File: src/verilog/cpu_pkg.sv
// Shared word, opcode, ALU function and field definitions imported by every pipeline stage
`default_nettype none

package cpu_pkg;

    // One data word or one instruction
    typedef logic [31:0] word_t;

    // Register number for the 32-entry register file
    typedef logic [4:0] reg_addr_t;

    // Major opcodes in bits 31 to 27
    typedef enum logic [4:0] {
        op_rtype = 5'd0,
        op_j     = 5'd1,
        op_bne   = 5'd2,
        op_jal   = 5'd3,
        op_addi  = 5'd5,
        op_blt   = 5'd6,
        op_sw    = 5'd7,
        op_lw    = 5'd8
    } opcode_t;

    // R-type function codes in bits 6 to 2
    typedef enum logic [4:0] {
        fn_add = 5'd0,
        fn_sub = 5'd1,
        fn_and = 5'd2,
        fn_or  = 5'd3,
        fn_sll = 5'd4,
        fn_sra = 5'd5
    } alu_fn_t;

    // Instruction field positions
    localparam int opcode_hi = 31;
    localparam int opcode_lo = 27;
    localparam int rd_hi = 26;
    localparam int rd_lo = 22;
    localparam int rs_hi = 21;
    localparam int rs_lo = 17;
    localparam int rt_hi = 16;
    localparam int rt_lo = 12;
    localparam int shamt_hi = 11;
    localparam int shamt_lo = 7;
    localparam int fn_hi = 6;
    localparam int fn_lo = 2;

    // Immediate and jump target both sit in the low bits
    localparam int imm_width = 17;
    localparam int target_width = 27;

    // jal writes its return address here
    localparam reg_addr_t link_reg = 5'd31;

    // All-zero word decodes as add r0, r0, r0 and changes nothing
    localparam word_t nop_word = 32'd0;

    // True for the opcodes whose result lands in rd
    function automatic logic writes_rd(input opcode_t op);
        return op inside {op_rtype, op_addi, op_lw};
    endfunction

endpackage

`default_nettype wire

File: src/verilog/pipe_buses.sv
// Stage-to-stage buses for the decode/execute and execute/memory pipeline registers
`timescale 1ns/100ps
`default_nettype none

// Decode/execute register contents, written by decode and read by execute
interface dx_bus;
    import cpu_pkg::*;

    // Word address of the instruction, used for branch targets and the jal link
    word_t pc;
    word_t instr;

    // Register operands after the write-back bypass
    word_t op_a;
    word_t op_b;

    modport source (output pc, instr, op_a, op_b);
    modport sink (input pc, instr, op_a, op_b);
endinterface

// Execute/memory register contents, written by execute and read by the result stage
interface xm_bus;
    import cpu_pkg::*;

    word_t instr;

    // ALU output, or pc plus one for a jal
    word_t result;

    // Forwarded rd value, stored by sw
    word_t store_data;

    // Set for jal so that register 31 becomes the destination
    logic link;

    modport source (output instr, result, store_data, link);
    modport sink (input instr, result, store_data, link);
endinterface

`default_nettype wire

File: src/verilog/alu.sv
// Combinational arithmetic, logic and shift unit used by the execute stage
`timescale 1ns/100ps
`default_nettype none

module alu (
    input  wire  cpu_pkg::word_t   a,
    input  wire  cpu_pkg::word_t   b,
    input  wire  cpu_pkg::alu_fn_t fn,
    input  wire  logic [4:0]       shamt,
    output cpu_pkg::word_t         result
);
    import cpu_pkg::*;

    // Shifts act on operand A only and take their distance from the shamt field
    always_comb begin
        case (fn)
            fn_add: begin
                result = a + b;
            end
            fn_sub: begin
                result = a - b;
            end
            fn_and: begin
                result = a & b;
            end
            fn_or: begin
                result = a | b;
            end
            fn_sll: begin
                result = a << shamt;
            end
            fn_sra: begin
                result = word_t'($signed(a) >>> shamt);
            end
            // Unused function codes give zero
            default: begin
                result = '0;
            end
        endcase
    end

endmodule

`default_nettype wire

File: src/verilog/fetch_stage.sv
// Fetch stage holding the program counter, the j/jal redirect and the fetch/decode register
`timescale 1ns/100ps
`default_nettype none

module fetch_stage #(
    parameter cpu_pkg::word_t reset_pc = '0
) (
    input  wire             clock,
    input  wire             reset,
    input  wire  cpu_pkg::word_t q_imem,
    input  wire             stall,
    input  wire             branch_taken,
    input  wire  cpu_pkg::word_t branch_target,
    output cpu_pkg::word_t  address_imem,
    output cpu_pkg::word_t  fd_pc,
    output cpu_pkg::word_t  fd_instr
);
    import cpu_pkg::*;

    word_t   pc;
    word_t   next_pc;
    opcode_t fetch_op;
    logic    fetch_jump;

    // Instruction memory is combinational, so the pc addresses it directly
    assign address_imem = pc;

    // j and jal are spotted on the fetched word itself, so neither costs a bubble
    assign fetch_op = opcode_t'(q_imem[opcode_hi:opcode_lo]);
    assign fetch_jump = (fetch_op == op_j) || (fetch_op == op_jal);

    // A taken branch beats a stall, and a stall beats a jump
    always_comb begin
        if (branch_taken) begin
            next_pc = branch_target;
        end else if (stall) begin
            next_pc = pc;
        end else if (fetch_jump) begin
            next_pc = {{(32 - target_width){1'b0}}, q_imem[target_width-1:0]};
        end else begin
            next_pc = pc + 32'd1;
        end
    end

    always_ff @(posedge clock) begin
        if (reset) begin
            pc <= reset_pc;
        end else begin
            pc <= next_pc;
        end
    end

    // The jump word still moves on to decode, where a jal carries on as a link instruction
    always_ff @(posedge clock) begin
        if (reset || branch_taken) begin
            fd_pc <= nop_word;
            fd_instr <= nop_word;
        end else if (!stall) begin
            fd_pc <= pc;
            fd_instr <= q_imem;
        end
    end

endmodule

`default_nettype wire

File: src/verilog/decode_stage.sv
// Decode stage with register-file read addressing, write-back bypass and load-use stall
`timescale 1ns/100ps
`default_nettype none

module decode_stage (
    input  wire                 clock,
    input  wire                 reset,
    input  wire  cpu_pkg::word_t fd_pc,
    input  wire  cpu_pkg::word_t fd_instr,
    input  wire                 branch_taken,
    input  wire                 wb_enable,
    input  wire  cpu_pkg::reg_addr_t wb_reg,
    input  wire  cpu_pkg::word_t wb_data,
    output cpu_pkg::reg_addr_t  ctrl_read_reg_a,
    output cpu_pkg::reg_addr_t  ctrl_read_reg_b,
    input  wire  cpu_pkg::word_t data_read_reg_a,
    input  wire  cpu_pkg::word_t data_read_reg_b,
    output logic                stall,
    dx_bus.source               dx
);
    import cpu_pkg::*;

    opcode_t   op;
    reg_addr_t rs;
    reg_addr_t rd;
    reg_addr_t rt;
    logic      is_rtype;
    logic      uses_a;
    logic      uses_b;
    word_t     op_a;
    word_t     op_b;
    opcode_t   ex_op;
    reg_addr_t ex_rd;

    assign op = opcode_t'(fd_instr[opcode_hi:opcode_lo]);
    assign rd = fd_instr[rd_hi:rd_lo];
    assign rs = fd_instr[rs_hi:rs_lo];
    assign rt = fd_instr[rt_hi:rt_lo];
    assign is_rtype = (op == op_rtype);

    // sw, bne and blt keep their second source in the rd field
    assign ctrl_read_reg_a = rs;
    assign ctrl_read_reg_b = is_rtype ? rt : rd;

    // Which read ports carry a real operand for this opcode
    assign uses_a = op inside {op_rtype, op_addi, op_lw, op_sw, op_bne, op_blt};
    assign uses_b = op inside {op_rtype, op_sw, op_bne, op_blt};

    // A value written back this cycle only reaches the register file at the next edge
    assign op_a = (wb_enable && wb_reg == ctrl_read_reg_a && ctrl_read_reg_a != '0) ?
                  wb_data : data_read_reg_a;
    assign op_b = (wb_enable && wb_reg == ctrl_read_reg_b && ctrl_read_reg_b != '0) ?
                  wb_data : data_read_reg_b;

    // The instruction now in execute is the one just written into the decode/execute register
    assign ex_op = opcode_t'(dx.instr[opcode_hi:opcode_lo]);
    assign ex_rd = dx.instr[rd_hi:rd_lo];

    // Load data arrives one cycle too late for execute to forward it to the next instruction
    always_comb begin
        stall = 1'b0;
        if (ex_op == op_lw && ex_rd != '0) begin
            if (uses_a && ctrl_read_reg_a == ex_rd) begin
                stall = 1'b1;
            end
            if (uses_b && ctrl_read_reg_b == ex_rd) begin
                stall = 1'b1;
            end
        end
    end

    // Operands and pc load every cycle and only the instruction word marks a bubble
    always_ff @(posedge clock) begin
        if (reset || branch_taken || stall) begin
            dx.instr <= nop_word;
        end else begin
            dx.instr <= fd_instr;
        end
        dx.pc <= fd_pc;
        dx.op_a <= op_a;
        dx.op_b <= op_b;
    end

endmodule

`default_nettype wire

File: src/verilog/execute_stage.sv
// Execute stage with operand forwarding, branch resolution, jal link and the execute/memory register
`timescale 1ns/100ps
`default_nettype none

module execute_stage (
    input  wire                 clock,
    input  wire                 reset,
    dx_bus.sink                 dx,
    input  wire                 wb_enable,
    input  wire  cpu_pkg::reg_addr_t wb_reg,
    input  wire  cpu_pkg::word_t wb_data,
    xm_bus.source               xm,
    output logic                branch_taken,
    output cpu_pkg::word_t      branch_target
);
    import cpu_pkg::*;

    opcode_t   op;
    opcode_t   mem_op;
    reg_addr_t rs;
    reg_addr_t src_b;
    reg_addr_t mem_rd;
    logic      mem_writes;
    logic      use_imm;
    word_t     imm_ext;
    word_t     fwd_a;
    word_t     fwd_b;
    word_t     alu_b;
    word_t     alu_result;
    word_t     pc_plus_one;
    alu_fn_t   fn;

    // Picks the newest value of a source register from memory, write-back or decode
    function automatic word_t forward(input reg_addr_t src, input word_t from_dx);
        if ((mem_writes && mem_rd == src) || (xm.link && src == link_reg)) begin
            return xm.result;
        end else if (wb_enable && wb_reg == src && src != '0) begin
            return wb_data;
        end
        return from_dx;
    endfunction

    assign op = opcode_t'(dx.instr[opcode_hi:opcode_lo]);
    assign rs = dx.instr[rs_hi:rs_lo];
    assign src_b = (op == op_rtype) ? dx.instr[rt_hi:rt_lo] : dx.instr[rd_hi:rd_lo];

    // A lw in the memory stage never matches here, since decode stalls its consumer
    assign mem_op = opcode_t'(xm.instr[opcode_hi:opcode_lo]);
    assign mem_rd = xm.instr[rd_hi:rd_lo];
    assign mem_writes = writes_rd(mem_op) && mem_rd != '0;

    always_comb begin
        fwd_a = forward(rs, dx.op_a);
        fwd_b = forward(src_b, dx.op_b);
    end

    // Immediate forms replace operand B and always add
    assign imm_ext = {{(32 - imm_width){dx.instr[imm_width-1]}}, dx.instr[imm_width-1:0]};
    assign use_imm = op inside {op_addi, op_lw, op_sw};
    assign alu_b = use_imm ? imm_ext : fwd_b;
    assign fn = (op == op_rtype) ? alu_fn_t'(dx.instr[fn_hi:fn_lo]) : fn_add;

    alu u_alu (
        .a      (fwd_a),
        .b      (alu_b),
        .fn     (fn),
        .shamt  (dx.instr[shamt_hi:shamt_lo]),
        .result (alu_result)
    );

    // Branches compare rd against rs, so the port-B value is the left-hand side
    assign pc_plus_one = dx.pc + 32'd1;
    assign branch_target = pc_plus_one + imm_ext;
    assign branch_taken = (op == op_bne && fwd_b != fwd_a) ||
                          (op == op_blt && $signed(fwd_b) < $signed(fwd_a));

    always_ff @(posedge clock) begin
        if (reset) begin
            xm.instr <= nop_word;
            xm.link <= 1'b0;
        end else begin
            xm.instr <= dx.instr;
            xm.link <= (op == op_jal);
        end
        // jal returns to the word after itself
        xm.result <= (op == op_jal) ? pc_plus_one : alu_result;
        xm.store_data <= fwd_b;
    end

endmodule

`default_nettype wire

File: src/verilog/result_stage.sv
// Memory access, memory/write-back register and register-file write port of the pipeline
`timescale 1ns/100ps
`default_nettype none

module result_stage (
    input  wire                 clock,
    input  wire                 reset,
    xm_bus.sink                 xm,
    input  wire  cpu_pkg::word_t q_dmem,
    output cpu_pkg::word_t      address_dmem,
    output cpu_pkg::word_t      data,
    output logic                wren,
    output logic                wb_enable,
    output cpu_pkg::reg_addr_t  wb_reg,
    output cpu_pkg::word_t      wb_data
);
    import cpu_pkg::*;

    word_t   mw_instr;
    word_t   mw_result;
    word_t   mw_loaded;
    logic    mw_link;
    opcode_t mw_op;

    // Data memory reads back in the same cycle, stores land at the next edge
    assign address_dmem = xm.result;
    assign data = xm.store_data;
    assign wren = (opcode_t'(xm.instr[opcode_hi:opcode_lo]) == op_sw);

    always_ff @(posedge clock) begin
        if (reset) begin
            mw_instr <= nop_word;
            mw_link <= 1'b0;
        end else begin
            mw_instr <= xm.instr;
            mw_link <= xm.link;
        end
        mw_result <= xm.result;
        mw_loaded <= q_dmem;
    end

    // Writes to r0 are dropped here, which also keeps the reset nops silent
    assign mw_op = opcode_t'(mw_instr[opcode_hi:opcode_lo]);
    assign wb_reg = mw_link ? link_reg : mw_instr[rd_hi:rd_lo];
    assign wb_enable = (writes_rd(mw_op) || mw_link) && wb_reg != '0;
    assign wb_data = (mw_op == op_lw) ? mw_loaded : mw_result;

endmodule

`default_nettype wire

File: src/verilog/cpu_pipeline.sv
// Top level of the five-stage core with plain instruction memory, data memory and register ports
`timescale 1ns/100ps
`default_nettype none

module cpu_pipeline #(
    parameter logic [31:0] reset_pc = 32'd0
) (
    input  wire         clock,
    input  wire         reset,
    output logic [31:0] address_imem,
    input  wire  [31:0] q_imem,
    output logic [31:0] address_dmem,
    output logic [31:0] data,
    output logic        wren,
    input  wire  [31:0] q_dmem,
    output logic        ctrl_write_enable,
    output logic [4:0]  ctrl_write_reg,
    output logic [4:0]  ctrl_read_reg_a,
    output logic [4:0]  ctrl_read_reg_b,
    output logic [31:0] data_write_reg,
    input  wire  [31:0] data_read_reg_a,
    input  wire  [31:0] data_read_reg_b
);

    wire [31:0] fd_pc;
    wire [31:0] fd_instr;
    wire        stall;
    wire        branch_taken;
    wire [31:0] branch_target;

    dx_bus dx_if ();
    xm_bus xm_if ();

    fetch_stage #(.reset_pc(reset_pc)) u_fetch (
        .clock, .reset, .q_imem, .stall, .branch_taken, .branch_target,
        .address_imem, .fd_pc, .fd_instr
    );

    // The register-file write port doubles as the write-back bypass into decode and execute
    decode_stage u_decode (
        .clock, .reset, .fd_pc, .fd_instr, .branch_taken,
        .wb_enable(ctrl_write_enable), .wb_reg(ctrl_write_reg), .wb_data(data_write_reg),
        .ctrl_read_reg_a, .ctrl_read_reg_b, .data_read_reg_a, .data_read_reg_b,
        .stall, .dx(dx_if.source)
    );

    execute_stage u_execute (
        .clock, .reset, .dx(dx_if.sink),
        .wb_enable(ctrl_write_enable), .wb_reg(ctrl_write_reg), .wb_data(data_write_reg),
        .xm(xm_if.source), .branch_taken, .branch_target
    );

    result_stage u_result (
        .clock, .reset, .xm(xm_if.sink), .q_dmem, .address_dmem, .data, .wren,
        .wb_enable(ctrl_write_enable), .wb_reg(ctrl_write_reg), .wb_data(data_write_reg)
    );

endmodule

`default_nettype wire

File: config.mk
export PLATFORM = sky130hd
export DESIGN_NAME = cpu_pipeline
export DESIGN_NICKNAME = d
export VERILOG_FILES = /design/src/verilog/cpu_pkg.sv /design/src/verilog/pipe_buses.sv /design/src/verilog/alu.sv /design/src/verilog/fetch_stage.sv /design/src/verilog/decode_stage.sv /design/src/verilog/execute_stage.sv /design/src/verilog/result_stage.sv /design/src/verilog/cpu_pipeline.sv
export SDC_FILE = /design/constraint.sdc
export NUM_CORES = 1
export LEC_CHECK = 0
export BUFFER_PORTS_ARGS = -buffer_cell sky130_fd_sc_hd__buf_2
export CORE_UTILIZATION = 60
export CTS_CLUSTER_SIZE = 20
export DETAILED_ROUTE_END_ITERATION = 12
export PLACE_DENSITY = 0.85
export SLEW_MARGIN = 0
export SYNTH_ARGS = -nofsm -noshare
export SYNTH_HDL_FRONTEND = slang
export SYNTH_SLANG_ARGS = --single-unit
File: constraint.sdc
create_clock -name clock -period 8.9 [get_ports clock]
set_input_delay 1.78 -clock clock [delete_from_list [all_inputs] [get_ports clock]]
set_output_delay 1.78 -clock clock [all_outputs]
set_load 0.01 [all_outputs]
==> metrics <==
result of the run=completed; floorplan die height=202 um; commonest cells after routing, fill and taps aside=sky130_fd_sc_hd__dfxtp_1, sky130_fd_sc_hd__nor2_1, sky130_fd_sc_hd__buf_2; syn nets=3129; CTS tree=done; crit-path most repeated cell=sky130_fd_sc_hd__a21oi_1; maximum number of pins on one net before global-route repair=116; proportion of power drawn by flip-flops and latches=34.2%; Min-Delay Startpoint=u_fetch.fd_pc[24]; capture endpoint of the worst hold path=u_decode.dx.pc[24]; DRC errors left=0; reg2reg setup slack=1100 ps; post-route non-filler standard cell count=3652; Cell Rows=72; post-route antenna net violation count=0; startpoint of the most critical register-to-register path=u_decode.dx.instr[30]; Highest Clock Rate=128 MHz; average wire length per cell after detail routing=27.4 um; async set-or-reset flop fraction in the synthesized netlist=0%; Worst Path Buf+Inv=2; core region area=39100 sq um; combinational fraction of design power=38.7%; final hold violation count=0; RSZ-0062 raised after global routing=no; Syn Area/Cell=8.30 sq um; # setup viols final=0; final critical-path share of the clock period=87.6%; cell count of the worst reg-to-reg path=26; prevailing post-synth register cell=sky130_fd_sc_hd__dfxtp_1; post-CTS setup buffers=0; net switching power=2.51 mW; global placer's final weighted congestion=1.04; # IOs=275; CTS H-tree depth=2; flops & latches, synth=374; post-CTS sizing=0; estimated wirelength of the detail-placed design=74500 um; internal power=3.79 mW; synthesized cell area=24000 sq um; antenna violations before repair=7; clk root buf=sky130_fd_sc_hd__clkbuf_16; number of maximum-capacitance violations=0; overall fraction of global-route tracks in use=47.6%; Slowest cell on crit path=sky130_fd_sc_hd__a221oi_1; floorplan die width=202 um; leading cell type in the layout, fill and taps excluded=sky130_fd_sc_hd__dfxtp_1; Die Outline Area=40900 sq um; total of hold buffers inserted after clock tree synthesis=0; warnings from Yosys=0; Crit. End Element=flop; Setup CP Type=flop to flop; Final #Nets=3335; worst hold-check path type=flop to flop; routed via count divided by cell count=6.87; worst slack on hold paths=348 ps; first-pass GRT wire length=147000 um; Worst path top cell family by delay=compound AO/OA/AOI/OAI gates; number of flops mapped to enable cells by yosys=0; largest fanout of any net on the critical path=57; post-placement cell count=3578; relative contribution of the clock network to total power=27.0%; transition time at the pin with the least slew margin=1280 ps; violation count after the first detailed-routing iteration=3211; fin. max-slew vios=0; insertion delay to the later sink of the worst-skew pair=600 ps; post-CTS clock slew at the launch and capture registers of the worst setup and hold paths=70 ps; total negative setup slack=0 ps; signal arrival time at the worst endpoint=8270 ps; signed area change from the synthesized netlist to the final layout=13.5%; IO buf count=274; vias after detailed routing=25092; effective utilization at floorplan=61.5%; CTS max path bufs=3; cell count after synthesis=2895; minimum clock period=7800 ps; Largest stage delay, worst path=630 ps; Hold Path Stages=0; share of layout cells above drive strength 1=18.5%; maximum VDD drop=0.000176 V; via count of the first global-routing pass=23946; Slew Limit Headroom=13.7%; length of the first detailed-routing pass in iterations=11; end of the worst register-to-register path=u_execute.xm.result[29]; total congestion overflow after global routing=0; Worst Clk Skew=33.6 ps; static power due to leakage=11.7 nW; clock buffers created by TritonCTS=39; Worst EP required=9370 ps; Net Sw Frac=39.9%; clock sink count=374; Post-Route WL=100000 um; count of cell types in the netlist=85; power per standard cell area=231 nW/um^2; element type at the critical path start=flop; sequential share of the synthesized area=31.2%
worst max-delay path by stage:
stage	slack [ps]	to	from	cells past startpoint
after floorplan	2020	u_execute.xm.result[28]	u_decode.dx.instr[31]	30
after global placement	1390	u_execute.xm.result[29]	u_decode.dx.instr[30]	26
after detailed placement	1340	u_execute.xm.result[29]	u_decode.dx.instr[30]	26
after CTS	1310	u_execute.xm.result[29]	u_decode.dx.instr[30]	26
after global routing	620	u_execute.xm.result[28]	u_decode.dx.instr[30]	28
final	1100	u_execute.xm.result[29]	u_decode.dx.instr[30]	26
worst reg2reg max path: stages, from the launching register on:
cell	delay, ps
sky130_fd_sc_hd__dfxtp_1	610
sky130_fd_sc_hd__inv_1	240
sky130_fd_sc_hd__nand2_1	550
sky130_fd_sc_hd__a22oi_1	190
sky130_fd_sc_hd__o21a_1	240
sky130_fd_sc_hd__o41ai_4	430
sky130_fd_sc_hd__buf_4	620
sky130_fd_sc_hd__nor2_2	180
sky130_fd_sc_hd__a221oi_1	630
sky130_fd_sc_hd__o211ai_1	330
sky130_fd_sc_hd__a2111oi_4	450
sky130_fd_sc_hd__nand2_1	220
sky130_fd_sc_hd__o41a_1	370
sky130_fd_sc_hd__xnor2_1	230
sky130_fd_sc_hd__ha_1	330
sky130_fd_sc_hd__a21o_1	210
sky130_fd_sc_hd__a21oi_1	140
sky130_fd_sc_hd__nor2b_1	60
sky130_fd_sc_hd__o21ai_0	160
sky130_fd_sc_hd__nand2b_1	80
sky130_fd_sc_hd__a21oi_1	160
sky130_fd_sc_hd__o31ai_1	140
sky130_fd_sc_hd__a21o_1	200
sky130_fd_sc_hd__a21oi_1	250
sky130_fd_sc_hd__xor2_1	200
sky130_fd_sc_hd__o211ai_1	140
sky130_fd_sc_hd__o221a_2	300
area by class of cell:
cell class / count / area, sq um
multi-input cells: 2238 / 15500
well taps: 518 / 648
flip-flops and latches: 374 / 7490
diodes: 5 / 12.5
repair buffers: 336 / 1850
clock buffers: 52 / 1070
inverters: 112 / 420
fillers: 2870 / 11800
clock inverters: 17 / 241
power groups by stage:
stage,logic (mW),clock network (mW),registers (mW)
after floorplan,1.41,0,2.10
after global placement,2.28,0,2.16
after detailed placement,2.31,0,2.17
after CTS,2.34,1.68,2.14
after global routing,2.55,1.77,2.16
final,2.44,1.70,2.16
Yosys cell counts (25+ instances only):
cell type	number	area share, %
sky130_fd_sc_hd__inv_1	107	1.7
sky130_fd_sc_hd__dfxtp_1	374	31
sky130_fd_sc_hd__xor2_1	73	2.7
sky130_fd_sc_hd__o21ai_0	196	4.1
sky130_fd_sc_hd__a21o_1	39	1.2
sky130_fd_sc_hd__nor2b_1	32	0.83
sky130_fd_sc_hd__a21oi_1	211	4.4
sky130_fd_sc_hd__nand2_1	214	3.3
sky130_fd_sc_hd__o21ai_1	25	0.52
sky130_fd_sc_hd__nand4_1	26	0.68
sky130_fd_sc_hd__maj3_1	30	1.2
sky130_fd_sc_hd__nor3_1	61	1.3
sky130_fd_sc_hd__o211ai_1	35	1.1
sky130_fd_sc_hd__and3_1	30	0.78
sky130_fd_sc_hd__nor2_1	309	4.8
sky130_fd_sc_hd__mux2i_1	181	7.5
sky130_fd_sc_hd__ha_1	102	5.3
sky130_fd_sc_hd__and2_1	40	1.0
sky130_fd_sc_hd__nand3_1	59	1.2
sky130_fd_sc_hd__a211oi_1	29	0.91
sky130_fd_sc_hd__clkbuf_1	141	2.2
sky130_fd_sc_hd__xnor2_1	90	3.3
sky130_fd_sc_hd__mux2_2	105	4.9
per-layer routing:
metal / wire length (um) / up-vias / track usage (%)
met4: 8600 / 8 / 34.6
met2: 44600 / 1966 / 76.3
met1: 35600 / 11783 / 55.9
met5: 45 / - / 0
met3: 11000 / 490 / 10.8
li1: - / 10845 / -
stage by stage:
stage	setup slack, ps	util, %	instance area [sq um]	power (mW)
after floorplan	2020	-	24000	3.52
after detailed placement	1340	66.4	26000	4.48
final	1100	69.8	27300	6.30
after global routing	616	69.8	27300	6.48
after CTS	1310	69.7	27300	6.16
after global placement	1390	66.4	26000	4.44
cells by family after synthesis:
| kind of cell | synth area share (%) |
|---|---|
| buffers and inverters | 4.61 |
| and+or+nand+nor | 17.2 |
| muxes | 14.5 |
| AOI/OAI and AO/OA | 19.8 |
| DFF | 31.2 |
| adders and majority gates | 6.73 |
| xor gates and xnor gates | 5.94 |
(Power assumes the default switching activity.)
